**src/rtl/dbg_pkg.sv**
```systemverilog
// Debug subsystem shared definitions
// Widths, access opcodes, APB register map and hart-side link structs
package dbg_pkg;

    localparam int DATA_W    = 32;
    localparam int HARTSEL_W = 4;   // Up to 16 harts
    localparam int REGADDR_W = 4;
    localparam int PADDR_W   = 8;   // Word offsets up to 0xFC

    typedef enum logic {
        DP_READ  = 1'b0,
        DP_WRITE = 1'b1
    } dport_type_e;

    // APB word offsets
    typedef enum logic [PADDR_W-1:0] {
        REG_HARTSEL = 8'h00,
        REG_CTRL    = 8'h04,   // Halt, resume, hart reset pulses
        REG_WDATA   = 8'h08,
        REG_CMD     = 8'h0C,   // Opcode in bit 0, index in 11:8
        REG_STATUS  = 8'h10,
        REG_RDATA   = 8'h14
    } apb_reg_e;

    // Towards one hart
    typedef struct packed {
        logic                 haltreq;
        logic                 resumereq;
        logic                 hartreset;
        logic                 req_valid;
        dport_type_e          dtype;
        logic [REGADDR_W-1:0] addr;
        logic [DATA_W-1:0]    wdata;
        logic                 resp_ready;
    } dport_in_t;

    localparam dport_in_t dport_in_none = '{
        haltreq:    1'b0,
        resumereq:  1'b0,
        hartreset:  1'b0,
        req_valid:  1'b0,
        dtype:      DP_READ,
        addr:       '0,
        wdata:      '0,
        resp_ready: 1'b0
    };

    // Back from one hart
    typedef struct packed {
        logic              req_ready;
        logic              resp_valid;
        logic              resp_error;
        logic [DATA_W-1:0] rdata;
        logic              halted;
    } dport_out_t;

endpackage

```
**src/rtl/dport_req_if.sv**
```systemverilog
// Queued debug access request channel
// Valid/ready handshake with hart select, opcode, index and write data
`timescale 1ns/1ns

interface dport_req_if;

    logic                            valid;
    logic                            ready;
    logic [dbg_pkg::HARTSEL_W-1:0]   hartsel;
    dbg_pkg::dport_type_e            dtype;
    logic [dbg_pkg::REGADDR_W-1:0]   addr;
    logic [dbg_pkg::DATA_W-1:0]      wdata;

    // Payload must hold while valid is high and ready low
    modport src (
        output valid,
        output hartsel,
        output dtype,
        output addr,
        output wdata,
        input  ready
    );

    modport dst (
        input  valid,
        input  hartsel,
        input  dtype,
        input  addr,
        input  wdata,
        output ready
    );

endinterface

```
**src/rtl/dbg_apb_regs.sv**
```systemverilog
// APB debug register block
// Hart select, control pulses, access queueing and status/readback
`timescale 1ns/1ns

module dbg_apb_regs #(
    parameter int NHARTS = 4
) (
    input  logic                          i_clk,
    input  logic                          i_nrst,
    input  logic                          i_psel,
    input  logic                          i_penable,
    input  logic                          i_pwrite,
    input  logic [dbg_pkg::PADDR_W-1:0]   i_paddr,
    input  logic [dbg_pkg::DATA_W-1:0]    i_pwdata,
    output logic                          o_pready,
    output logic [dbg_pkg::DATA_W-1:0]    o_prdata,
    output logic                          o_pslverr,
    dport_req_if.src                      req,
    input  logic                          i_resp_valid,
    input  logic                          i_resp_error,
    input  logic [dbg_pkg::DATA_W-1:0]    i_resp_rdata,
    input  logic [NHARTS-1:0]             i_halted,
    output logic [dbg_pkg::HARTSEL_W-1:0] o_hartsel,
    output logic                          o_haltreq,
    output logic                          o_resumereq,
    output logic                          o_hartreset
);

    dbg_pkg::apb_reg_e             reg_sel;
    logic                          access;
    logic                          addr_ok;
    logic                          cmd_wr;
    logic                          wr_en;
    logic                          push;
    logic [dbg_pkg::DATA_W-1:0]    wdata_q;
    logic [dbg_pkg::DATA_W-1:0]    rdata_q;
    logic                          err_q;
    logic [3:0]                    pending_q;
    logic [15:0]                   halted_ext;

    assign access  = i_psel & i_penable;   // APB access phase
    assign reg_sel = dbg_pkg::apb_reg_e'(i_paddr);

    always_comb begin
        case (reg_sel)
            dbg_pkg::REG_HARTSEL,
            dbg_pkg::REG_CTRL,
            dbg_pkg::REG_WDATA,
            dbg_pkg::REG_CMD,
            dbg_pkg::REG_STATUS,
            dbg_pkg::REG_RDATA:  addr_ok = 1'b1;
            default:             addr_ok = 1'b0;
        endcase
    end

    // CMD write goes straight onto the request channel
    assign cmd_wr      = access & i_pwrite & (reg_sel == dbg_pkg::REG_CMD);
    assign req.valid   = cmd_wr;
    assign req.hartsel = o_hartsel;
    assign req.dtype   = dbg_pkg::dport_type_e'(i_pwdata[0]);
    assign req.addr    = i_pwdata[11:8];
    assign req.wdata   = wdata_q;
    assign push        = req.valid & req.ready;

    assign o_pready  = ~cmd_wr | req.ready;   // Wait states only while FIFO is full
    assign o_pslverr = access & ~addr_ok;
    assign wr_en     = access & i_pwrite & o_pready;

    always_comb begin
        halted_ext = '0;
        halted_ext[NHARTS-1:0] = i_halted;
    end

    always_comb begin
        o_prdata = '0;
        if (access && !i_pwrite) begin
            case (reg_sel)
                dbg_pkg::REG_HARTSEL: o_prdata[dbg_pkg::HARTSEL_W-1:0] = o_hartsel;
                dbg_pkg::REG_WDATA:   o_prdata = wdata_q;
                dbg_pkg::REG_STATUS:  o_prdata = {halted_ext, 7'd0, err_q, 4'd0, pending_q};
                dbg_pkg::REG_RDATA:   o_prdata = rdata_q;
                default:              o_prdata = '0;
            endcase
        end
    end

    always_ff @(posedge i_clk or negedge i_nrst) begin
        if (!i_nrst) begin
            o_hartsel   <= '0;
            o_haltreq   <= 1'b0;
            o_resumereq <= 1'b0;
            o_hartreset <= 1'b0;
            err_q       <= 1'b0;
            pending_q   <= '0;
        end else begin
            // Control pulses land one cycle after the access phase
            o_haltreq   <= wr_en & (reg_sel == dbg_pkg::REG_CTRL) & i_pwdata[0];
            o_resumereq <= wr_en & (reg_sel == dbg_pkg::REG_CTRL) & i_pwdata[1];
            o_hartreset <= wr_en & (reg_sel == dbg_pkg::REG_CTRL) & i_pwdata[2];
            if (wr_en && reg_sel == dbg_pkg::REG_HARTSEL) begin
                o_hartsel <= i_pwdata[dbg_pkg::HARTSEL_W-1:0];
            end
            if (i_resp_valid && i_resp_error) begin
                err_q <= 1'b1;   // Set wins over write-1-to-clear
            end else if (wr_en && reg_sel == dbg_pkg::REG_STATUS && i_pwdata[8]) begin
                err_q <= 1'b0;
            end
            case ({push, i_resp_valid})
                2'b10:   pending_q <= pending_q + 4'd1;
                2'b01:   pending_q <= pending_q - 4'd1;
                default: pending_q <= pending_q;
            endcase
        end
    end

    always_ff @(posedge i_clk) begin
        if (wr_en && reg_sel == dbg_pkg::REG_WDATA) begin
            wdata_q <= i_pwdata;
        end
        if (i_resp_valid) begin
            rdata_q <= i_resp_rdata;
        end
    end

endmodule

```
**src/rtl/dbg_top.sv**
```systemverilog
// Debug access subsystem top level
// APB register block, request FIFO, interconnect and hart banks
`timescale 1ns/1ns

module dbg_top #(
    parameter int NHARTS     = 4,   // At most 16
    parameter int NREGS      = 8,
    parameter int FIFO_DEPTH = 4
) (
    input  logic                        i_clk,
    input  logic                        i_nrst,
    input  logic                        i_psel,
    input  logic                        i_penable,
    input  logic                        i_pwrite,
    input  logic [dbg_pkg::PADDR_W-1:0] i_paddr,
    input  logic [dbg_pkg::DATA_W-1:0]  i_pwdata,
    output logic                        o_pready,
    output logic [dbg_pkg::DATA_W-1:0]  o_prdata,
    output logic                        o_pslverr,
    output logic [NHARTS-1:0]           o_halted
);

    dport_req_if req_in ();
    dport_req_if req_out ();

    logic [dbg_pkg::HARTSEL_W-1:0] hartsel;
    logic                          haltreq;
    logic                          resumereq;
    logic                          hartreset;
    logic                          resp_valid;
    logic                          resp_error;
    logic [dbg_pkg::DATA_W-1:0]    resp_rdata;
    dbg_pkg::dport_in_t            dporti [NHARTS];
    dbg_pkg::dport_out_t           dporto [NHARTS];

    dbg_apb_regs #(
        .NHARTS (NHARTS)
    ) u_regs (
        .i_clk        (i_clk),
        .i_nrst       (i_nrst),
        .i_psel       (i_psel),
        .i_penable    (i_penable),
        .i_pwrite     (i_pwrite),
        .i_paddr      (i_paddr),
        .i_pwdata     (i_pwdata),
        .o_pready     (o_pready),
        .o_prdata     (o_prdata),
        .o_pslverr    (o_pslverr),
        .req          (req_in),
        .i_resp_valid (resp_valid),
        .i_resp_error (resp_error),
        .i_resp_rdata (resp_rdata),
        .i_halted     (o_halted),
        .o_hartsel    (hartsel),
        .o_haltreq    (haltreq),
        .o_resumereq  (resumereq),
        .o_hartreset  (hartreset)
    );

    dport_req_fifo #(
        .FIFO_DEPTH (FIFO_DEPTH)
    ) u_fifo (
        .i_clk  (i_clk),
        .i_nrst (i_nrst),
        .wr     (req_in),
        .rd     (req_out)
    );

    ic_dport #(
        .NHARTS (NHARTS)
    ) u_ic (
        .i_clk        (i_clk),
        .i_nrst       (i_nrst),
        .req          (req_out),
        .i_hartsel    (hartsel),
        .i_haltreq    (haltreq),
        .i_resumereq  (resumereq),
        .i_hartreset  (hartreset),
        .o_resp_valid (resp_valid),
        .o_resp_error (resp_error),
        .o_resp_rdata (resp_rdata),
        .o_halted     (o_halted),
        .o_dporti     (dporti),
        .i_dporto     (dporto)
    );

    for (genvar h = 0; h < NHARTS; h++) begin : g_hart
        hart_dbg_bank #(
            .NREGS (NREGS)
        ) u_bank (
            .i_clk    (i_clk),
            .i_nrst   (i_nrst),
            .i_dporti (dporti[h]),
            .o_dporto (dporto[h])
        );
    end

endmodule

```
**src/rtl/dport_req_fifo.sv**
```systemverilog
// Circular request FIFO between the APB block and the interconnect
// Ready means not full on the write side, valid means not empty
`timescale 1ns/1ns

module dport_req_fifo #(
    parameter int FIFO_DEPTH = 4
) (
    input  logic     i_clk,
    input  logic     i_nrst,
    dport_req_if.dst wr,
    dport_req_if.src rd
);

    localparam int PTR_W = (FIFO_DEPTH > 1) ? $clog2(FIFO_DEPTH) : 1;
    localparam int CNT_W = $clog2(FIFO_DEPTH + 1);

    typedef struct packed {
        logic [dbg_pkg::HARTSEL_W-1:0] hartsel;
        dbg_pkg::dport_type_e          dtype;
        logic [dbg_pkg::REGADDR_W-1:0] addr;
        logic [dbg_pkg::DATA_W-1:0]    wdata;
    } entry_t;

    entry_t             mem [FIFO_DEPTH];
    logic [PTR_W-1:0]   wr_ptr_q;
    logic [PTR_W-1:0]   rd_ptr_q;
    logic [CNT_W-1:0]   cnt_q;
    logic               push;
    logic               pop;

    assign wr.ready = (cnt_q != CNT_W'(FIFO_DEPTH));
    assign rd.valid = (cnt_q != '0);
    assign push     = wr.valid & wr.ready;
    assign pop      = rd.valid & rd.ready;

    assign rd.hartsel = mem[rd_ptr_q].hartsel;
    assign rd.dtype   = mem[rd_ptr_q].dtype;
    assign rd.addr    = mem[rd_ptr_q].addr;
    assign rd.wdata   = mem[rd_ptr_q].wdata;

    always_ff @(posedge i_clk) begin
        if (push) begin
            mem[wr_ptr_q] <= '{hartsel: wr.hartsel, dtype: wr.dtype,
                               addr: wr.addr, wdata: wr.wdata};
        end
    end

    always_ff @(posedge i_clk or negedge i_nrst) begin
        if (!i_nrst) begin
            wr_ptr_q <= '0;
            rd_ptr_q <= '0;
            cnt_q    <= '0;
        end else begin
            if (push) begin
                wr_ptr_q <= (wr_ptr_q == PTR_W'(FIFO_DEPTH - 1)) ? '0 : wr_ptr_q + 1'b1;
            end
            if (pop) begin
                rd_ptr_q <= (rd_ptr_q == PTR_W'(FIFO_DEPTH - 1)) ? '0 : rd_ptr_q + 1'b1;
            end
            if (push && !pop) begin
                cnt_q <= cnt_q + 1'b1;
            end else if (pop && !push) begin
                cnt_q <= cnt_q - 1'b1;
            end
        end
    end

endmodule

```
**src/rtl/hart_dbg_bank.sv**
```systemverilog
// Per-hart debug model
// Halt state, a small register bank and a fixed two-cycle response
`timescale 1ns/1ns

module hart_dbg_bank #(
    parameter int NREGS = 8
) (
    input  logic                i_clk,
    input  logic                i_nrst,
    input  dbg_pkg::dport_in_t  i_dporti,
    output dbg_pkg::dport_out_t o_dporto
);

    localparam int IDX_W = (NREGS > 1) ? $clog2(NREGS) : 1;

    typedef enum logic [1:0] {
        IDLE,
        WAIT1,
        RESP
    } state_e;

    state_e                      state_q;
    logic                        halted_q;
    logic [dbg_pkg::DATA_W-1:0]  regs_q [NREGS];
    logic [dbg_pkg::DATA_W-1:0]  rdata_q;
    logic                        err_q;
    logic                        accept;
    logic                        bad_access;
    logic                        do_write;
    logic [IDX_W-1:0]            idx;

    assign accept     = i_dporti.req_valid & (state_q == IDLE);
    assign bad_access = ~halted_q | (int'(i_dporti.addr) >= NREGS);   // Running or bad index
    assign do_write   = accept & ~bad_access & (i_dporti.dtype == dbg_pkg::DP_WRITE);
    assign idx        = IDX_W'(i_dporti.addr);

    always_ff @(posedge i_clk or negedge i_nrst) begin
        if (!i_nrst) begin
            state_q  <= IDLE;
            halted_q <= 1'b0;
        end else begin
            case (state_q)
                IDLE:    if (accept) state_q <= WAIT1;
                WAIT1:   state_q <= RESP;
                RESP:    if (i_dporti.resp_ready) state_q <= IDLE;
                default: state_q <= IDLE;
            endcase
            if (i_dporti.hartreset) begin
                halted_q <= 1'b0;
            end else if (i_dporti.haltreq) begin
                halted_q <= 1'b1;
            end else if (i_dporti.resumereq) begin
                halted_q <= 1'b0;
            end
        end
    end

    always_ff @(posedge i_clk or negedge i_nrst) begin
        if (!i_nrst) begin
            for (int i = 0; i < NREGS; i++) regs_q[i] <= '0;
        end else if (i_dporti.hartreset) begin
            for (int i = 0; i < NREGS; i++) regs_q[i] <= '0;
        end else if (do_write) begin
            regs_q[idx] <= i_dporti.wdata;
        end
    end

    // Response captured at acceptance, writes answer with zero
    always_ff @(posedge i_clk) begin
        if (accept) begin
            err_q   <= bad_access;
            rdata_q <= (bad_access || i_dporti.dtype == dbg_pkg::DP_WRITE) ? '0 : regs_q[idx];
        end
    end

    always_comb begin
        o_dporto.req_ready  = (state_q == IDLE);
        o_dporto.resp_valid = (state_q == RESP);
        o_dporto.resp_error = err_q;
        o_dporto.rdata      = rdata_q;
        o_dporto.halted     = halted_q;
    end

endmodule

```
**src/rtl/ic_dport.sv**
```systemverilog
// Debug-port interconnect
// Routes control and one outstanding access to the selected hart,
// returns the response of the hart latched at acceptance
`timescale 1ns/1ns

module ic_dport #(
    parameter int NHARTS = 4
) (
    input  logic                          i_clk,
    input  logic                          i_nrst,
    dport_req_if.dst                      req,
    input  logic [dbg_pkg::HARTSEL_W-1:0] i_hartsel,
    input  logic                          i_haltreq,
    input  logic                          i_resumereq,
    input  logic                          i_hartreset,
    output logic                          o_resp_valid,
    output logic                          o_resp_error,
    output logic [dbg_pkg::DATA_W-1:0]    o_resp_rdata,
    output logic [NHARTS-1:0]             o_halted,
    output dbg_pkg::dport_in_t            o_dporti [NHARTS],
    input  dbg_pkg::dport_out_t           i_dporto [NHARTS]
);

    logic [NHARTS-1:0]             ctrl_mask;
    logic [NHARTS-1:0]             req_mask;
    logic [NHARTS-1:0]             ready_vec;
    logic                          req_oor;
    logic                          accept;
    logic                          busy_q;
    logic                          err_q;      // Out-of-range access pending
    logic [dbg_pkg::HARTSEL_W-1:0] hart_q;

    always_comb begin
        for (int i = 0; i < NHARTS; i++) begin
            ctrl_mask[i] = (int'(i_hartsel) == i);
            req_mask[i]  = (int'(req.hartsel) == i);
            ready_vec[i] = i_dporto[i].req_ready;
            o_halted[i]  = i_dporto[i].halted;
        end
    end

    assign req_oor   = ~|req_mask;   // No such hart
    assign req.ready = ~busy_q & (req_oor | |(ready_vec & req_mask));
    assign accept    = req.valid & req.ready;

    always_comb begin
        for (int i = 0; i < NHARTS; i++) begin
            o_dporti[i]            = dbg_pkg::dport_in_none;
            o_dporti[i].haltreq    = i_haltreq & ctrl_mask[i];
            o_dporti[i].resumereq  = i_resumereq & ctrl_mask[i];
            o_dporti[i].hartreset  = i_hartreset & ctrl_mask[i];
            o_dporti[i].req_valid  = req.valid & ~busy_q & req_mask[i];
            o_dporti[i].dtype      = req.dtype;
            o_dporti[i].addr       = req.addr;
            o_dporti[i].wdata      = req.wdata;
            o_dporti[i].resp_ready = busy_q & ~err_q & (int'(hart_q) == i);
        end
    end

    // Response mux by latched hart
    always_comb begin
        o_resp_valid = 1'b0;
        o_resp_error = 1'b0;
        o_resp_rdata = '0;
        if (busy_q && err_q) begin
            o_resp_valid = 1'b1;
            o_resp_error = 1'b1;
        end else if (busy_q) begin
            for (int i = 0; i < NHARTS; i++) begin
                if (int'(hart_q) == i) begin
                    o_resp_valid = i_dporto[i].resp_valid;
                    o_resp_error = i_dporto[i].resp_error;
                    o_resp_rdata = i_dporto[i].rdata;
                end
            end
        end
    end

    always_ff @(posedge i_clk or negedge i_nrst) begin
        if (!i_nrst) begin
            busy_q <= 1'b0;
            err_q  <= 1'b0;
            hart_q <= '0;
        end else if (accept) begin
            busy_q <= 1'b1;
            err_q  <= req_oor;
            hart_q <= req.hartsel;
        end else if (o_resp_valid) begin
            busy_q <= 1'b0;
            err_q  <= 1'b0;
        end
    end

endmodule

```
**config.mk**
```make
export PLATFORM = sky130hd
export DESIGN_NAME = dbg_top
export DESIGN_NICKNAME = d
export VERILOG_FILES = /design/src/rtl/dbg_pkg.sv /design/src/rtl/dport_req_if.sv /design/src/rtl/dbg_apb_regs.sv /design/src/rtl/dbg_top.sv /design/src/rtl/dport_req_fifo.sv /design/src/rtl/hart_dbg_bank.sv /design/src/rtl/ic_dport.sv
export SDC_FILE = /design/constraint.sdc
export NUM_CORES = 2
export LEC_CHECK = 0
export ABC_AREA = 1
export BUFFER_PORTS_ARGS = -buffer_cell sky130_fd_sc_hd__buf_2
export CORE_MARGIN = 2
export CORE_UTILIZATION = 45
export DETAILED_ROUTE_END_ITERATION = 16
export SLEW_MARGIN = 20
export SYNTH_ARGS = -nofsm -noshare
export SYNTH_HDL_FRONTEND = slang
export SYNTH_HIERARCHICAL = 1
export SYNTH_SLANG_ARGS = --single-unit
export TNS_END_PERCENT = 20
```
**constraint.sdc**
```tcl
create_clock -name i_clk -period 6.71 [get_ports i_clk]
set_input_delay 0.671 -clock i_clk [delete_from_list [all_inputs] [get_ports i_clk]]
set_output_delay 0.671 -clock i_clk [all_outputs]
set_load 0.02 [all_outputs]
```
# Word level (Yosys, flattened, before mapping)

Memories as Yosys holds them, arrays and structs flattened.
Cells that the tools add are included.

$add $sub $neg: 6
$mul: 0
Divide/modulo/power cells: 0
Order comparisons: 3
Equality and inequality tests: 35
Shift operators: 0
Muxes and demuxes: 82
Bitwise logic cells: 66
Reduce and logical (&&, ||, !) cells: 47

Operator list:

| cell                                           | count |
|---|---|
| 2-to-1 mux 256 bit                             | 8 |
| bitwise mux 256 bit                            | 4 |
| 2-to-1 mux 32 bit                              | 14 |
| binary-select mux 32 bit (select 3 bit)        | 4 |
| demux 32 bit (select 3 bit)                    | 1 |
| one-hot mux 28 bit (3 select lines)            | 1 |
| bitwise AND 1 bit                              | 46 |
| 2-to-1 mux 1 bit                               | 32 |
| == test 4 x 3 -> 1 bit (second input constant) | 6 |
| one-hot mux 2 bit (3 select lines)             | 4 |
| 2-to-1 mux 2 bit                               | 10 |
| == test 8 x 4 -> 1 bit (second input constant) | 2 |
| == test 8 x 5 -> 1 bit (second input constant) | 2 |
| one-hot mux 4 bit (4 select lines)             | 1 |
| nonzero test 2 bit                             | 8 |
| nonzero test 3 bit                             | 5 |
| == test 2 bit (second input constant)          | 7 |
| == test 4 x 2 -> 1 bit (second input constant) | 3 |
| zero test 4 bit                                | 3 |
| inverter 1 bit                                 | 12 |
| == test 2 x 1 -> 1 bit (second input constant) | 5 |
| logical AND 1 bit                              | 10 |
| == test 8 x 3 -> 1 bit (second input constant) | 1 |
| >= comparator 4 bit (second input constant)    | 2 |
| 22 further kinds                               | 48 |

Bits in registers: 1,257
Bits in latches: 0
RAM bits: 164
Memory bits (read-only): 0
Memories kept: 1

Memory list:

| memory     | words | bits a word | rd ports | clocked after memory_dff | wr ports | line                 | text |
|---|---|---|---|---|---|---|---|
| u_fifo.mem | 4     | 41          | 1        | 0                        | 1        | dport_req_fifo.sv:24 | `entry_t mem [FIFO_DEPTH];` |

# Logic depth before layout (Yosys ltp)

Depth in word-level cells: 10
Gate-level depth with buffers: 19
Mapped depth without buffers: 18

# Modules after synthesis

Netlist, hierarchy kept.

By module, submodules not included:

| module                               | instances | cells an instance | area each (um2) | seq. area each (um2) |
|---|---|---|---|---|
| hart_dbg_bank (g_hart[0].u_bank ...) | 3         | 1,740             | 13,837.0        | 7,472.2 |
| hart_dbg_bank (g_hart[3].u_bank)     | 1         | 1,744             | 13,908.3        | 7,472.2 |
| dport_req_fifo                       | 1         | 537               | 7,493.4         | 5,099.9 |
| dbg_apb_regs                         | 1         | 337               | 3,508.4         | 2,222.1 |
| ic_dport                             | 1         | 518               | 2,854.0         | 150.1 |

# Worst setup path before layout

OpenSTA, ideal clock, no wires.

Path kind: input to register
Start: in i_paddr[4] (netlist bit)
End: mem u_fifo/mem[0][0] (netlist bit) (enable)
Arrival: 3,269 ps
Data required time: 6,270 ps
Slack: 3,001 ps
Cell stages on the path: 7
Path buffers: 0
Cell sequence: nor2_2 -> nand2_4 -> nor2_2 -> inv_1 -> nor2_1 -> nand2_1 -> nor2_1

Word-level cells in the longest chain between the ends: 5

Ends and longest elaborated chain:

| what                                   | line                 | text |
|---|---|---|
| start, declared                        | dbg_top.sv:15        | `input logic [dbg_pkg::PADDR_W-1:0] i_paddr,` |
| == test 8 x 4 -> 1 bit                 | dbg_apb_regs.sv:57   | `assign cmd_wr = access & i_pwrite & (reg_sel == dbg_pkg::REG_CMD);` |
| bitwise AND 1 bit                      | dbg_apb_regs.sv:57   |  |
| via req_in.valid                       | dport_req_if.sv:7    | `logic valid;` |
| bitwise AND 1 bit                      | dport_req_fifo.sv:33 | `assign push = wr.valid & wr.ready;` |
| 2-to-1 mux 1 bit                       | dport_req_fifo.sv:42 | `if (push) begin` |
| 2-to-1 mux 1 bit (not written as such) | dport_req_fifo.sv:43 | `mem[wr_ptr_q] <= '{hartsel: wr.hartsel, dtype: wr.dtype,` |
| end, declared                          | dport_req_fifo.sv:24 |  |

The timed path passes the listed nets, and every way through them passes these cells.

==> qor.yml <==
status:
  outcome: "finished clean"
power_and_ir_drop:
  combPwrFrac_pct: 32.4
  p_int_uw: 15300
  power.density_mw_per_mm2: 357
  vdd_ir_drop_max_v: 0.000389
  power_uw: 26600
  clkPwrFrac_pct: 32.4
  p_seq_share_pct: 35.2
  p_sw_uw: 11200
  p_sw_share_pct: 42.3
  p_leak_uw: 0.0345
finish:
  fin_util_pct: 48.8
  syn_to_final_growth_pct: 7.40
  layout-drive-gt1-share_pct: 8.42
  design_area_mm2: 0.0744
  fin_nets: 8013
critical_path:
  r2r_end: "g_hart[0].u_bank/regs_q[69]"
  required_ns: 7.37
  cpMaxStageDelayCell: "dfrtp_2"
  arrival_ns: 5.13
  timing.rr.start: "u_fifo/rd_ptr_q[1]"
  cp_num_cells: 12
  crit_family: "simple AND/OR/NAND/NOR gates"
  timing.critical_path.buf_inv: 3
  worst_setup_path_start_kind: "flop"
  worst_setup_path_end_kind: "flop"
  crit_fanout: 32
  path_common_cell: "nand2_2"
  slowest_delay_ns: 0.66
  endpoint: "g_hart[0].u_bank/regs_q[69]"
  path_cells: "inv_2 -> o211ai_2 -> nand2_1 -> nor2_1 -> inv_1 -> nor4_1 -> nand2_2 -> nor2_8 -> nand2_2 -> buf_4 -> nand3_1 -> o21ai_0"
  startpoint: "u_fifo/rd_ptr_q[1]"
  critPathKind: "reg -> reg"
  rr_worst_depth: 12
  regToRegSetupSlack_ns: 2.23
global_routing:
  grt_usage_pct: 27.9
  antenna_found_initial: 6
  grt_overflow: 0
  grt_pass1_vias: 53400
  grt_start_max_net_pins: 171
  grt_pass1_wl_mm: 338
route:
  drtPass1Iterations: 6
  ant_nets: 0
  drc: 0
  wl_mm: 221
  wl_per_cell_um: 21.8
  num_vias: 57400
  via_per_inst: 5.67
  drt-initial-drc-count: 6925
die:
  start_util_pct: 45.4
  die_area_mm2: 0.157
  fp.dieH_um: 396
  die_w_um: 396
  fp-row-count: 143
  core_area_mm2: 0.152
  pin_count: 83
logic_synthesis:
  ys.flop_type: "dfrtp_1"
  synth.cell_area_mm2: 0.0693
  ys_seq_area_share_pct: 53.9
  async_flop_share_pct: 74.7
  ys_ff_latch: 1421
  synth_edf_count: 360
  synth.distinct_cells: 43
  syn_inst: 8356
  synth_warnings: 6
  syn_area_per_cell_um2: 8.29
  syn_nets: 8411
clock_network:
  cts_buffers: 155
  clk_latency_ns: 0.81
  htreeDepth: 4
  cts_tree: "done"
  clock-sinks: 1421
  root_buffer: "clkbuf_16"
  clockBufferDepth: 3
  cts_resized: 0
  clk_pin_slew_ns: 0.06
placement:
  pre_cts_ws_ns: 2.35
  hpwl_mm: 129
  place_area_mm2: 0.0692
  gp_congestion: 0.891
  numPortBuffers: 82
sta:
  min_period_ns: 4.48
  fmax_ghz: 0.223
  period_share_pct: 66.8
  clock_skew_ns: 0.0377
  drv_slew: 0
  finalSetupViolCount: 0
  tightest_slew_ns: 1.19
  rsz0062_at_grt: "false"
  setup_slack_ns: 2.23
  finalHoldViolations: 0
  slew_headroom_pct: 20.7
  fin_tns_setup_ns: 0
run:
  maxCapViolations: 0
hold_path:
  worstHoldPathCells: 1
  hold_class: "in -> reg"
-- how the worst min path moves through the flow --
stage	start	end	slack, ns
finish	i_pwdata[6]	u_regs/req.wdata[6]	0.04
global placement	u_regs/err_q	u_regs/err_q	0.46
floorplan	i_nrst	g_hart[0].u_bank/halted_q	0.38
global route	i_pwdata[24]	u_regs/req.wdata[24]	0.01
CTS	i_pwdata[4]	u_regs/req.wdata[4]	0.0003
detailed placement	u_regs/err_q	u_regs/err_q	0.47
-- cell families (layout without fill, tap and decap cells) --
family                   after synthesis  after routing  synth area share (%)
AND/OR/NAND/NOR                     4583           4583                  28.0
flip-flops                          1421           1421                  53.9
XOR/XNOR                               3              3                0.0379
AO/OA/AOI/OAI                       1248           1248                  9.86
other                                  0              8                     0
buffers and inverters               1091            821                  8.02
adder cells (fa/ha/maj)               10             10                 0.191
-- state kept, by name, summed over array words and instances, names as in the netlist --
register / flops
g_hart.u_bank/state_q: 8
u_fifo/rd_ptr_q: 2
u_ic/busy_q: 1
u_regs/o_haltreq: 1
g_hart.u_bank/err_q: 4
u_regs/o_hartreset: 1
g_hart.u_bank/halted_q: 4
u_fifo/mem: 164
u_regs/rdata_q: 32
u_fifo/wr_ptr_q: 2
u_ic/hart_q: 4
u_regs/o_hartsel: 4
u_regs/o_resumereq: 1
u_regs/req.wdata: 32
u_ic/err_q: 1
u_regs/err_q: 1
g_hart.u_bank/regs_q: 1024
u_fifo/cnt_q: 3
u_regs/pending_q: 4
g_hart.u_bank/rdata_q: 128
-- what timing repair did --
item | in CTS | in global routing
hold endpoints to repair | 96 | 0
buffers inserted | 0 | 0
hold buffers | 13 | 0
-- routing by layer --
metal	global-route usage, %	up-vias	share of wire (%)
met2	41.7	2368	44
met5	0	-	0.011
met1	40.0	28100	43
li1	-	26600	-
met4	12.2	4	4.3
met3	4.54	369	8.3
-- cell type report --
cell class,count,area (um^2)
antenna,8,20.0
clock buffer,222,4350
clock inverter,63,722
fill,14700,78000
inverter,317,1240
multi-input combinational,5844,26500
sequential,1421,37400
tap,2030,2540
timing repair buffer,219,1690
-- worst reg2reg max path: stages (launching register included) --
cell      delay (ns)
dfrtp_2         0.66
inv_2           0.41
o211ai_2        0.19
nand2_1         0.10
nor2_1          0.31
inv_1           0.17
nor4_1          0.36
nand2_2         0.20
nor2_8          0.55
nand2_2         0.67
buf_4           0.48
nand3_1         0.11
o21ai_0         0.11
-- synth_stat cells, types with 60 or more instances --
cell type,instances,share of area (%)
buf_2,227,1.6
nand2_2,67,0.61
a21oi_1,185,1.3
nor2_1,97,0.53
edfxtp_1,360,16
dfrtp_1,1061,38
clkbuf_1,207,1.1
o211ai_2,60,1.1
o21ai_1,137,0.99
nand2_1,3104,17
o21ai_0,816,5.9
inv_1,290,1.6
nand3_1,1234,8.9
buf_4,198,2.1
buf_1,98,0.53
-- power by group through the flow --
stage | clock [uW] | combinational [uW] | sequential (uW)
after CTS | 8730 | 8450 | 9350
after global routing | 9090 | 8970 | 9370
after detailed placement | 0 | 8410 | 9510
after floorplan | 0 | 5710 | 9370
final | 8600 | 8600 | 9360
after global placement | 0 | 8410 | 9510
-- placed cells by master (no fill, tap or decap), drive strengths merged --
master and n:
nor2 118, dlygate4sd3 13, ha 9, clkbuf 222, and2 2, nand2 3172, buf 206, nand4 19
a31oi 14, dfrtp 1061, a21oi 195, o211ai 82, nor3 26, xor2 1, o21ai 957, diode 8
xnor2 2, nand3 1238, inv 321, bufinv 11, or2 4, clkinv 43, fa 1, edfxtp 360
clkinvlp 5, nor4 4
-- stage by stage --
step | hold WS [ns] | std cells
global route | 0.0141 | 10100
finish | 0.0449 | 10100
global placement | 0.458 | 9818
CTS | 0.000274 | 10100
floorplan | 0.375 | 8356
detailed placement | 0.467 | 9818
(Power assumes the default switching activity.)
